==> src/common/dram_burst_params.svh <==
// dram burst parameters
`ifndef DRAM_BURST_PARAMS_SVH
`define DRAM_BURST_PARAMS_SVH

// ~~~~~~~~~~~~~~~~~~~~~~~~~~~~~~~~~~~~~~~~~~~~~~~~~~~~~~~~~~~~~~~~~~~~~
// address geometry.
// ~~~~~~~~~~~~~~~~~~~~~~~~~~~~~~~~~~~~~~~~~~~~~~~~~~~~~~~~~~~~~~~~~~~~~
`define DRAM_BANK_W 3   // 8 banks.
`define DRAM_ROW_W  7   // 128 rows.
`define DRAM_COL_W  3   // burst is 2**col_w reads.

// rows per burst request.
`define DRAM_ROWS_W 4

// cycles between refresh requests.
`define DRAM_REFRESH_INTERVAL 200

`endif

==> src/common/dram_burst_pkg.sv <==
// dram burst types
`default_nettype none
`include "dram_burst_params.svh"

package dram_burst_pkg;

    // controller states.
    typedef enum logic [2:0] {
        st_idle,
        st_activate,
        st_read,
        st_precharge,
        st_refresh
    } ctrl_state_e;

    // device command encoding.
    typedef enum logic [1:0] {
        op_activate  = 2'b00,
        op_read      = 2'b01,
        op_refresh   = 2'b10,
        op_precharge = 2'b11
    } dram_cmd_e;

    // ~~~~~~~~~~~~~~~~~~~~~~~~~~~~~~~~~~~~~~~~~~~~~~~~~~~~~~~~~~~~~~~~~~~~~
    // host request, device command, working address.
    // ~~~~~~~~~~~~~~~~~~~~~~~~~~~~~~~~~~~~~~~~~~~~~~~~~~~~~~~~~~~~~~~~~~~~~
    typedef struct packed {
        logic [`DRAM_BANK_W-1:0] bank;
        logic [`DRAM_ROW_W-1:0]  row;
        logic [`DRAM_COL_W-1:0]  col;   // start column.
        logic [`DRAM_ROWS_W-1:0] rows;  // 0 and 1 both mean one row.
    } dram_req_t;

    typedef struct packed {
        dram_cmd_e               op;
        logic [`DRAM_BANK_W-1:0] bank;
        logic [`DRAM_ROW_W-1:0]  row;
        logic [`DRAM_COL_W-1:0]  col;
    } dram_cmd_t;

    typedef struct packed {
        logic [`DRAM_BANK_W-1:0] bank;
        logic [`DRAM_ROW_W-1:0]  row;
        logic [`DRAM_COL_W-1:0]  col;
    } dram_addr_t;

endpackage

`default_nettype wire

==> src/design/dram_addr_gen.sv <==
// burst address generator
`timescale 1ns/1ps
`default_nettype none
`include "dram_burst_params.svh"

module dram_addr_gen
    import dram_burst_pkg::*;
(
    input  wire logic      clk,
    input  wire logic      rst_b,
    input  wire logic      load,
    input  wire dram_req_t req,
    input  wire logic      row_inc,
    input  wire logic      col_inc,
    output dram_addr_t     addr
);

    logic [`DRAM_COL_W-1:0] start_col;  // restored at each new row.

    // ~~~~~~~~~~~~~~~~~~~~~~~~~~~~~~~~~~~~~~~~~~~~~~~~~~~~~~~~~~~~~~~~~~~~~
    // start column buffer.
    // ~~~~~~~~~~~~~~~~~~~~~~~~~~~~~~~~~~~~~~~~~~~~~~~~~~~~~~~~~~~~~~~~~~~~~
    always_ff @(posedge clk or negedge rst_b) begin
        if (!rst_b) begin
            start_col <= '0;
        end else if (load) begin
            start_col <= req.col;
        end
    end

    // ~~~~~~~~~~~~~~~~~~~~~~~~~~~~~~~~~~~~~~~~~~~~~~~~~~~~~~~~~~~~~~~~~~~~~
    // working address.
    // ~~~~~~~~~~~~~~~~~~~~~~~~~~~~~~~~~~~~~~~~~~~~~~~~~~~~~~~~~~~~~~~~~~~~~
    always_ff @(posedge clk or negedge rst_b) begin
        if (!rst_b) begin
            addr <= '0;
        end else if (load) begin
            addr.bank <= req.bank;
            addr.row  <= req.row;
            addr.col  <= req.col;
        end else if (row_inc) begin
            // row wraps mod 128 by width.
            addr.row <= addr.row + 1'b1;
            addr.col <= start_col;
        end else if (col_inc) begin
            addr.col <= addr.col + 1'b1;  // wraps within the burst.
        end
    end

endmodule

`default_nettype wire

==> src/design/dram_burst_top.sv <==
// dram burst controller top
`timescale 1ns/1ps
`default_nettype none

module dram_burst_top
    import dram_burst_pkg::*;
(
    input  wire logic      clk,
    input  wire logic      rst_b,
    input  wire logic      addr_val,
    input  wire dram_req_t req,
    input  wire logic      cmd_ack,
    output logic           busy,
    output logic           cmd_req,
    output dram_cmd_t      cmd
);

    logic       load;
    logic       row_inc;
    logic       col_inc;
    logic       refresh_pending;
    logic       refresh_done;
    dram_addr_t addr;

    // ~~~~~~~~~~~~~~~~~~~~~~~~~~~~~~~~~~~~~~~~~~~~~~~~~~~~~~~~~~~~~~~~~~~~~
    // command sequencer.
    // ~~~~~~~~~~~~~~~~~~~~~~~~~~~~~~~~~~~~~~~~~~~~~~~~~~~~~~~~~~~~~~~~~~~~~
    dram_ctrl_fsm dram_ctrl_fsm_inst (
        .clk             (clk),
        .rst_b           (rst_b),
        .addr_val        (addr_val),
        .rows            (req.rows),
        .addr            (addr),
        .refresh_pending (refresh_pending),
        .cmd_ack         (cmd_ack),
        .cmd_req         (cmd_req),
        .cmd             (cmd),
        .busy            (busy),
        .load            (load),
        .row_inc         (row_inc),
        .col_inc         (col_inc),
        .refresh_done    (refresh_done)
    );

    dram_addr_gen dram_addr_gen_inst (
        .clk     (clk),
        .rst_b   (rst_b),
        .load    (load),
        .req     (req),
        .row_inc (row_inc),
        .col_inc (col_inc),
        .addr    (addr)
    );

    refresh_timer refresh_timer_inst (
        .clk             (clk),
        .rst_b           (rst_b),
        .refresh_done    (refresh_done),
        .refresh_pending (refresh_pending)
    );

endmodule

`default_nettype wire

==> src/design/refresh_timer.sv <==
// refresh interval timer
`timescale 1ns/1ps
`default_nettype none
`include "dram_burst_params.svh"

module refresh_timer (
    input  wire logic clk,
    input  wire logic rst_b,
    input  wire logic refresh_done,
    output logic      refresh_pending
);

    localparam int CNT_W = $clog2(`DRAM_REFRESH_INTERVAL + 1);

    logic [CNT_W-1:0] cnt;

    // counts while nothing is pending, then parks until the refresh is taken.
    always_ff @(posedge clk or negedge rst_b) begin
        if (!rst_b) begin
            cnt             <= '0;
            refresh_pending <= 1'b0;
        end else if (refresh_done) begin
            cnt             <= '0;
            refresh_pending <= 1'b0;
        end else if (!refresh_pending) begin
            if (cnt == CNT_W'(`DRAM_REFRESH_INTERVAL - 1)) begin
                refresh_pending <= 1'b1;  // sticky.
            end
            cnt <= cnt + 1'b1;
        end
    end

endmodule

`default_nettype wire

==> src/dram_ctrl_fsm/dram_ctrl_fsm.sv <==
// dram command sequencer
`timescale 1ns/1ps
`default_nettype none
`include "dram_burst_params.svh"

module dram_ctrl_fsm
    import dram_burst_pkg::*;
(
    input  wire logic                    clk,
    input  wire logic                    rst_b,
    input  wire logic                    addr_val,
    input  wire logic [`DRAM_ROWS_W-1:0] rows,
    input  wire dram_addr_t              addr,
    input  wire logic                    refresh_pending,
    input  wire logic                    cmd_ack,
    output logic                         cmd_req,
    output dram_cmd_t                    cmd,
    output logic                         busy,
    output logic                         load,
    output logic                         row_inc,
    output logic                         col_inc,
    output logic                         refresh_done
);

    ctrl_state_e state;
    ctrl_state_e state_nxt;
    ctrl_state_e resume;        // where to go once the refresh is taken.
    ctrl_state_e resume_nxt;

    logic [`DRAM_COL_W-1:0]  read_cnt;
    logic [`DRAM_ROWS_W-1:0] rows_left;
    logic                    taken;
    logic                    last_row;

    // request is a level, held for as long as we are out of idle.
    assign busy     = (state != st_idle);
    assign cmd_req  = busy;
    assign taken    = cmd_req && cmd_ack;
    assign last_row = (rows_left <= 1);

    // ~~~~~~~~~~~~~~~~~~~~~~~~~~~~~~~~~~~~~~~~~~~~~~~~~~~~~~~~~~~~~~~~~~~~~
    // next state and strobes.
    // ~~~~~~~~~~~~~~~~~~~~~~~~~~~~~~~~~~~~~~~~~~~~~~~~~~~~~~~~~~~~~~~~~~~~~
    always_comb begin
        state_nxt    = state;
        resume_nxt   = resume;
        load         = 1'b0;
        row_inc      = 1'b0;
        col_inc      = 1'b0;
        refresh_done = 1'b0;

        case (state)
            st_idle: begin
                load = addr_val;
                // all banks closed here, so a refresh may go first.
                if (refresh_pending) begin
                    state_nxt  = st_refresh;
                    resume_nxt = addr_val ? st_activate : st_idle;
                end else if (addr_val) begin
                    state_nxt = st_activate;
                end
            end

            st_activate: begin
                if (taken) begin
                    state_nxt = st_read;
                end
            end

            st_read: begin
                if (taken) begin
                    col_inc = 1'b1;
                    if (&read_cnt) begin  // eighth read.
                        state_nxt = st_precharge;
                    end
                end
            end

            st_precharge: begin
                if (taken) begin
                    row_inc = !last_row;
                    if (refresh_pending) begin
                        state_nxt  = st_refresh;
                        resume_nxt = last_row ? st_idle : st_activate;
                    end else begin
                        state_nxt = last_row ? st_idle : st_activate;
                    end
                end
            end

            st_refresh: begin
                if (taken) begin
                    refresh_done = 1'b1;
                    state_nxt    = resume;
                end
            end

            default: begin
                state_nxt = st_idle;
            end
        endcase
    end

    // ~~~~~~~~~~~~~~~~~~~~~~~~~~~~~~~~~~~~~~~~~~~~~~~~~~~~~~~~~~~~~~~~~~~~~
    // state, read and row counters.
    // ~~~~~~~~~~~~~~~~~~~~~~~~~~~~~~~~~~~~~~~~~~~~~~~~~~~~~~~~~~~~~~~~~~~~~
    always_ff @(posedge clk or negedge rst_b) begin
        if (!rst_b) begin
            state     <= st_idle;
            resume    <= st_idle;
            read_cnt  <= '0;
            rows_left <= '0;
        end else begin
            state  <= state_nxt;
            resume <= resume_nxt;

            if (state == st_activate && taken) begin
                read_cnt <= '0;
            end else if (col_inc) begin
                read_cnt <= read_cnt + 1'b1;
            end

            if (load) begin
                rows_left <= rows;
            end else if (row_inc) begin
                rows_left <= rows_left - 1'b1;
            end
        end
    end

    // op follows the state, address comes straight from the generator.
    always_comb begin
        cmd.bank = addr.bank;
        cmd.row  = addr.row;
        cmd.col  = addr.col;
        case (state)
            st_read:      cmd.op = op_read;
            st_precharge: cmd.op = op_precharge;
            st_refresh:   cmd.op = op_refresh;
            default:      cmd.op = op_activate;
        endcase
    end

endmodule

`default_nettype wire

==> config.mk <==
export PLATFORM = sky130hd
export DESIGN_NAME = dram_burst_top
export DESIGN_NICKNAME = d
export VERILOG_FILES = /design/src/common/dram_burst_pkg.sv /design/src/design/dram_addr_gen.sv /design/src/design/dram_burst_top.sv /design/src/design/refresh_timer.sv /design/src/dram_ctrl_fsm/dram_ctrl_fsm.sv
export VERILOG_INCLUDE_DIRS = /design/src /design/src/common
export SDC_FILE = /design/constraint.sdc
export NUM_CORES = 1
export LEC_CHECK = 0
export BUFFER_PORTS_ARGS = -buffer_cell sky130_fd_sc_hd__buf_4
export CAP_MARGIN = 20
export CORE_MARGIN = 3
export CORE_UTILIZATION = 45
export DETAILED_ROUTE_END_ITERATION = 7
export PLACE_DENSITY = 0.66
export SLEW_MARGIN = 5
export SYNTH_ARGS = -nofsm -noshare
export SYNTH_HDL_FRONTEND = slang
export SYNTH_HIERARCHICAL = 1
export SYNTH_SLANG_ARGS = --single-unit
==> constraint.sdc <==
create_clock -name clk -period 2.55 [get_ports clk]
set_input_delay 0.51 -clock clk [delete_from_list [all_inputs] [get_ports clk]]
set_output_delay 0.51 -clock clk [all_outputs]
set_load 0.02 [all_outputs]
; Word-level counts from Yosys, hierarchy flattened
; Cells that the tools add are included.
[totals]
regBits = 38
input_bits = 21
out_inout_bits = 17
wordCells = 77
[op_classes]
add_sub_neg = 5
magnitude_cmp = 1
n_eq_ne = 14
n_mux = 35
reduce_logical = 12
[ops]
columns = cell, n
row1 = 3-bit two-way mux, 15
row2 = 8-bit two-way mux, 2
row3 = 3-bit case mux with 5 select lines, 1
row4 = 2-bit by 1-bit != test with 1-bit output (second input constant), 7
row5 = 1-bit two-way mux, 11
row6 = 10-bit two-way mux, 1
row7 = 8-bit by 1-bit adder with 8-bit output (second input constant), 1
row8 = 8-bit equality test (second input constant), 1
row9 = 4-bit two-way mux, 2
row10 = 7-bit by 1-bit adder with 7-bit output (second input constant), 1
row11 = 7-bit two-way mux, 1
row12 = 3-bit by 1-bit adder with 3-bit output (second input constant), 2
row13 = 3-bit by 2-bit equality test with 1-bit output (second input constant), 2
row14 = 2-bit case mux with 3 select lines, 1
row15 = 3-bit case mux with 2 select lines, 1
row16 = 6-bit AND reduction, 1
row17 = 2-bit nonzero test, 3
row18 = 3-bit nonzero test, 2
row19 = 4-bit by 1-bit <= comparator with 1-bit output (second input constant), 1
row20 = 4-bit AND reduction, 1
row21 = 4-bit by 1-bit subtractor with 4-bit output (second input constant), 1
row22 = 3-bit by 1-bit equality test with 1-bit output (second input constant), 1
row23 = 3-bit equality test (second input constant), 1
row24 = 3-bit zero test, 1
row25 = 5 further kinds, 6

; Depth between registers and ports, before layout
[logic_depth]
depth_word = 7
ltp_mapped = 8

; Modules after synthesis
; The synthesis kept the hierarchy.
[by_module_without_submodules]
columns = mod, instances, cells_each, area_each_um2, seq_area_each_um2
row1 = dram_ctrl_fsm, 1, 104, 905.9, 275.3
row2 = dram_addr_gen, 1, 70, 763.2, 400.4
row3 = refresh_timer, 1, 44, 461.7, 225.2

; Worst setup path after synthesis
; OpenSTA, ideal clock, no wires.
[synth_timing]
path_type = reg-to-reg
from = register dram_ctrl_fsm_inst.rows_left[0]
to = register, netlist name dram_addr_gen_inst/addr[9]
setup_time_ns = 0.082
arrival_time_ns = 1.889
required_time_ns = 2.468
setup_slack_ns = 0.579
path_stages_with_launch = 9
path_buffers = 1
period_less_slack_ns = 1.971
path_cell_list = dfrtp_1 > inv_1 > ha_1 > or2_1 > a21oi_2 > buf_6 > nand4_2 > or3_1 > a31oi_1
[synth_between]
elab_chain_len = 5
[synth_lines]
columns = item, line
row1 = start: declaration, dram_ctrl_fsm.sv:31  ; logic [`DRAM_ROWS_W-1:0] rows_left;
row2 = start signal: assignment, dram_ctrl_fsm.sv:124  ; rows_left <= rows;
row3 = start signal: assignment, dram_ctrl_fsm.sv:126  ; rows_left <= rows_left - 1'b1;
row4 = 4-bit by 1-bit <= comparator with 1-bit output, dram_ctrl_fsm.sv:39  ; assign last_row = (rows_left <= 1);
row5 = 1-bit zero test, dram_ctrl_fsm.sv:81  ; row_inc = !last_row;
row6 = 1-bit two-way mux, dram_ctrl_fsm.sv:80  ; if (taken) begin
row7 = 1-bit two-way mux, dram_ctrl_fsm.sv:52  ; case (state)
row8 = named net row_inc, dram_burst_top.sv:19  ; logic row_inc;
row9 = 2-bit nonzero test (no line), --
; The timed path passes the listed nets, and every way through them passes these cells.
; A chain may end at the register's enable or synchronous reset.

==> impl_metrics.ini <==
[routing]
avgViaCountPerCell = 5.29
vias = 1555
drc_errors = 0
drtAntennaViolNets = 0
wire_per_inst_um = 13.5
drt_iter0_markers = 100
first_pass_iters = 4
post_detailed_routing_wire_length_mm = 3.96

[sta]
max_freq_ghz = 0.501
period_share = 0.782
timing.clock.skew_ps = 7.66
final_number_of_max_transition_violations = 0
setup_tns_ps = 0
max-slew-margin-rel = 0.641
unrepaired_setup_endpoints_after_global_routing = no
timing.final.setup_violations = 0
fin_crit_ps = 2000
finalHoldViolations = 0
max_slew.worst_pin.slew_ps = 538

[floorplanning]
floorplan.die_area_um2 = 5600
io_pins = 38
rows = 24
coreArea_um2 = 4470
die-height_um = 74.8
floorplan.initialDensity = 0.476
die_w_um = 74.8

[setup_path]
crit_path_end_kind = output port
crit_fanout = 17
cp_data_required_time_ps = 2040
critical_path_arrival_ps = 1490
start_kind = flop
path_class = flop to output port

[synthesis]
ys_dominant_reg_cell = sky130_fd_sc_hd__dfrtp_1
netlist.top_cell.by_area = sky130_fd_sc_hd__dfrtp_1
synthesis.instances = 218
most_common_cell_in_the_netlist = sky130_fd_sc_hd__dfrtp_1
yosys_warnings = 6
yosys-top-cells-area = sky130_fd_sc_hd__dfrtp_1 (42%), sky130_fd_sc_hd__buf_4 (5.6%), sky130_fd_sc_hd__nand2_1 (4.2%)
number_of_enable_flip_flop_cells_after_synthesis = 0
synth.cell_area_um2 = 2130
synth_nets = 246
yosys-top-cells-count = sky130_fd_sc_hd__dfrtp_1 (36), sky130_fd_sc_hd__nand2_1 (24), sky130_fd_sc_hd__buf_4 (16), sky130_fd_sc_hd__nor2_1 (12), sky130_fd_sc_hd__o21ai_1 (11)
synth.ff_latch_count = 36
seq_area_frac_synth = 0.423
share_of_async_settable_or_async_resettable_flops_after_synthesis = 1.00
postSynthAreaPerCell_um2 = 9.77
synth_top_area_share = 0.423
synth.lib_cells_used.distinct = 49

[layout]
fill_cells = 411
drive_gt1_frac = 0.256
layout-area-overhead-vs-synth_pct = 13.2
fin_nets = 270
layout.core_utilization = 0.539
antenna_cells_inserted = 0

[cts]
ctsResizeCount = 0
cts_buffers = 5
clkSinkCount = 36
clock_tree.htree_level_count = 2
cts.hold.buffers_added = 0
cts.clk_slew.worst_paths_ps = 70
clk_latency_ps = 280
cts_max_path_buffers = 2
clock_tree_from_tritoncts = done
cts_post_setup_buffers_inserted = 0
clock-root-buffer = sky130_fd_sc_hd__clkbuf_8

[place]
place.port_buffers = 37
dp_hpwl_mm = 2.90
globalplace.congestion = 0.728

[pwr]
switching_share = 0.420
power_switching_mw = 1.26
power_per_cell_area_nw_per_um2 = 1240
p_int_mw = 1.73
sequentialPowerShare = 0.396
leakage_nw = 1.12
power_frac_clock = 0.124
vdd_ir_drop_max_mv = 0.601
power.share.combinational = 0.481

[global_route]
first_global_vias = 1436
groute.usage.overall = 0.151
grt_max_degree = 37
sum_of_overflow_across_all_layers_after_global_routing = 0
grt_pass1_wl_mm = 6.40
grt_antenna_before_repair = 0

[hold_path]
min-delay-path-class = input pin to async pin

[run]
maxCapViolations = 0

[outcome]
run_status = complete, no violations
## critical path, cell delays in order (launching register included)
cell	delay, ps
sky130_fd_sc_hd__dfrtp_1	680
sky130_fd_sc_hd__nand3b_1	230
sky130_fd_sc_hd__o21ai_0	130
sky130_fd_sc_hd__buf_4	170
## area by class of cell
type | instances | area [µm²] | share of cell area
Clock inverter | 1 | 5.00 | 0.00208
Sequential cell | 36 | 901 | 0.374
Multi-Input combinational cell | 151 | 1030 | 0.429
Tap cell | 52 | 65.1 | 0.0270
Inverter | 7 | 26.3 | 0.0109
Timing Repair Buffer | 41 | 308 | 0.128
Clock buffer | 6 | 72.6 | 0.0301
## stage by stage
step           setup slack [ps]  hold WS (ps)  power (mW)  area [µm²]  instances
2_1_floorplan               579           214        2.36        2130        218
3_3_place_gp                652           471        2.61        2330        287
3_5_place_dp                626           476        2.64        2330        287
4_1_cts                     544           193        3.03        2410        294
5_1_grt                     419           200        3.25        2410        294
6_report                    555           182        2.99        2410        294
## final timing paths
kind	slack, ps	endpoint	startpoint	cells past startpoint
setup / recovery	550	cmd[14]	dram_ctrl_fsm_inst/state[0]	3
hold / removal	180	dram_ctrl_fsm_inst/resume[0]	rst_b	1
setup reg to reg	620	dram_addr_gen_inst/addr[8]	dram_ctrl_fsm_inst/rows_left[0]	7
hold reg to reg	480	dram_addr_gen_inst/addr[11]	dram_addr_gen_inst/addr[11]	1
max in group asynchronous	2030	dram_addr_gen_inst/addr[5]	rst_b	1
min in group clk	440	dram_addr_gen_inst/addr[7]	req[11]	3
## metal layers
layer	global-route usage	vias to the layer above	share of wire
met5	0	-	0
met4	0.0652	0	0.020
met3	0.0467	7	0.043
met2	0.227	33	0.47
met1	0.201	723	0.47
li1	-	792	-
## sequential cells by signal, summed over array words and instances, names as in the netlist
signal,flops
dram_addr_gen_inst/addr,13
dram_addr_gen_inst/start_col,3
dram_ctrl_fsm_inst/read_cnt,3
dram_ctrl_fsm_inst/resume,1
dram_ctrl_fsm_inst/rows_left,4
dram_ctrl_fsm_inst/state,3
refresh_timer_inst/cnt,8
refresh_timer_inst/refresh_pending,1
## cell families after synthesis
logic type                 after synthesis  share of synthesized area
buffers and inverters                   31                     0.0922
AOI/OAI and AO/OA                       46                      0.128
muxes                                   13                     0.0681
adders and majority gates                7                     0.0411
xor gates and xnor gates                12                     0.0493
and+or+nand+nor                         73                      0.198
DFF                                     36                      0.423
## power groups by stage
stage / Combinational (mW) / Clock, mW / Sequential (mW)
final: 1.44 / 0.370 / 1.18
after global routing: 1.60 / 0.413 / 1.24
after CTS: 1.45 / 0.389 / 1.18
after detailed placement: 1.45 / 0 / 1.19
after global placement: 1.42 / 0 / 1.19
after floorplan: 1.32 / 0 / 1.04
## placed cells by master (no fill, tap or decap), types with 7 or more instances in the layout
master                    synthesis  final
sky130_fd_sc_hd__buf_4           16     41
sky130_fd_sc_hd__nor2_1          12     12
sky130_fd_sc_hd__dfrtp_1         36     36
sky130_fd_sc_hd__a21oi_1         10     10
sky130_fd_sc_hd__o21ai_1         11     11
sky130_fd_sc_hd__nand2_1         24     24
sky130_fd_sc_hd__xor2_1           7      7
sky130_fd_sc_hd__o21ai_0          9      9
sky130_fd_sc_hd__ha_1             7      7
Note: power is estimated with default switching activity, not from simulation.
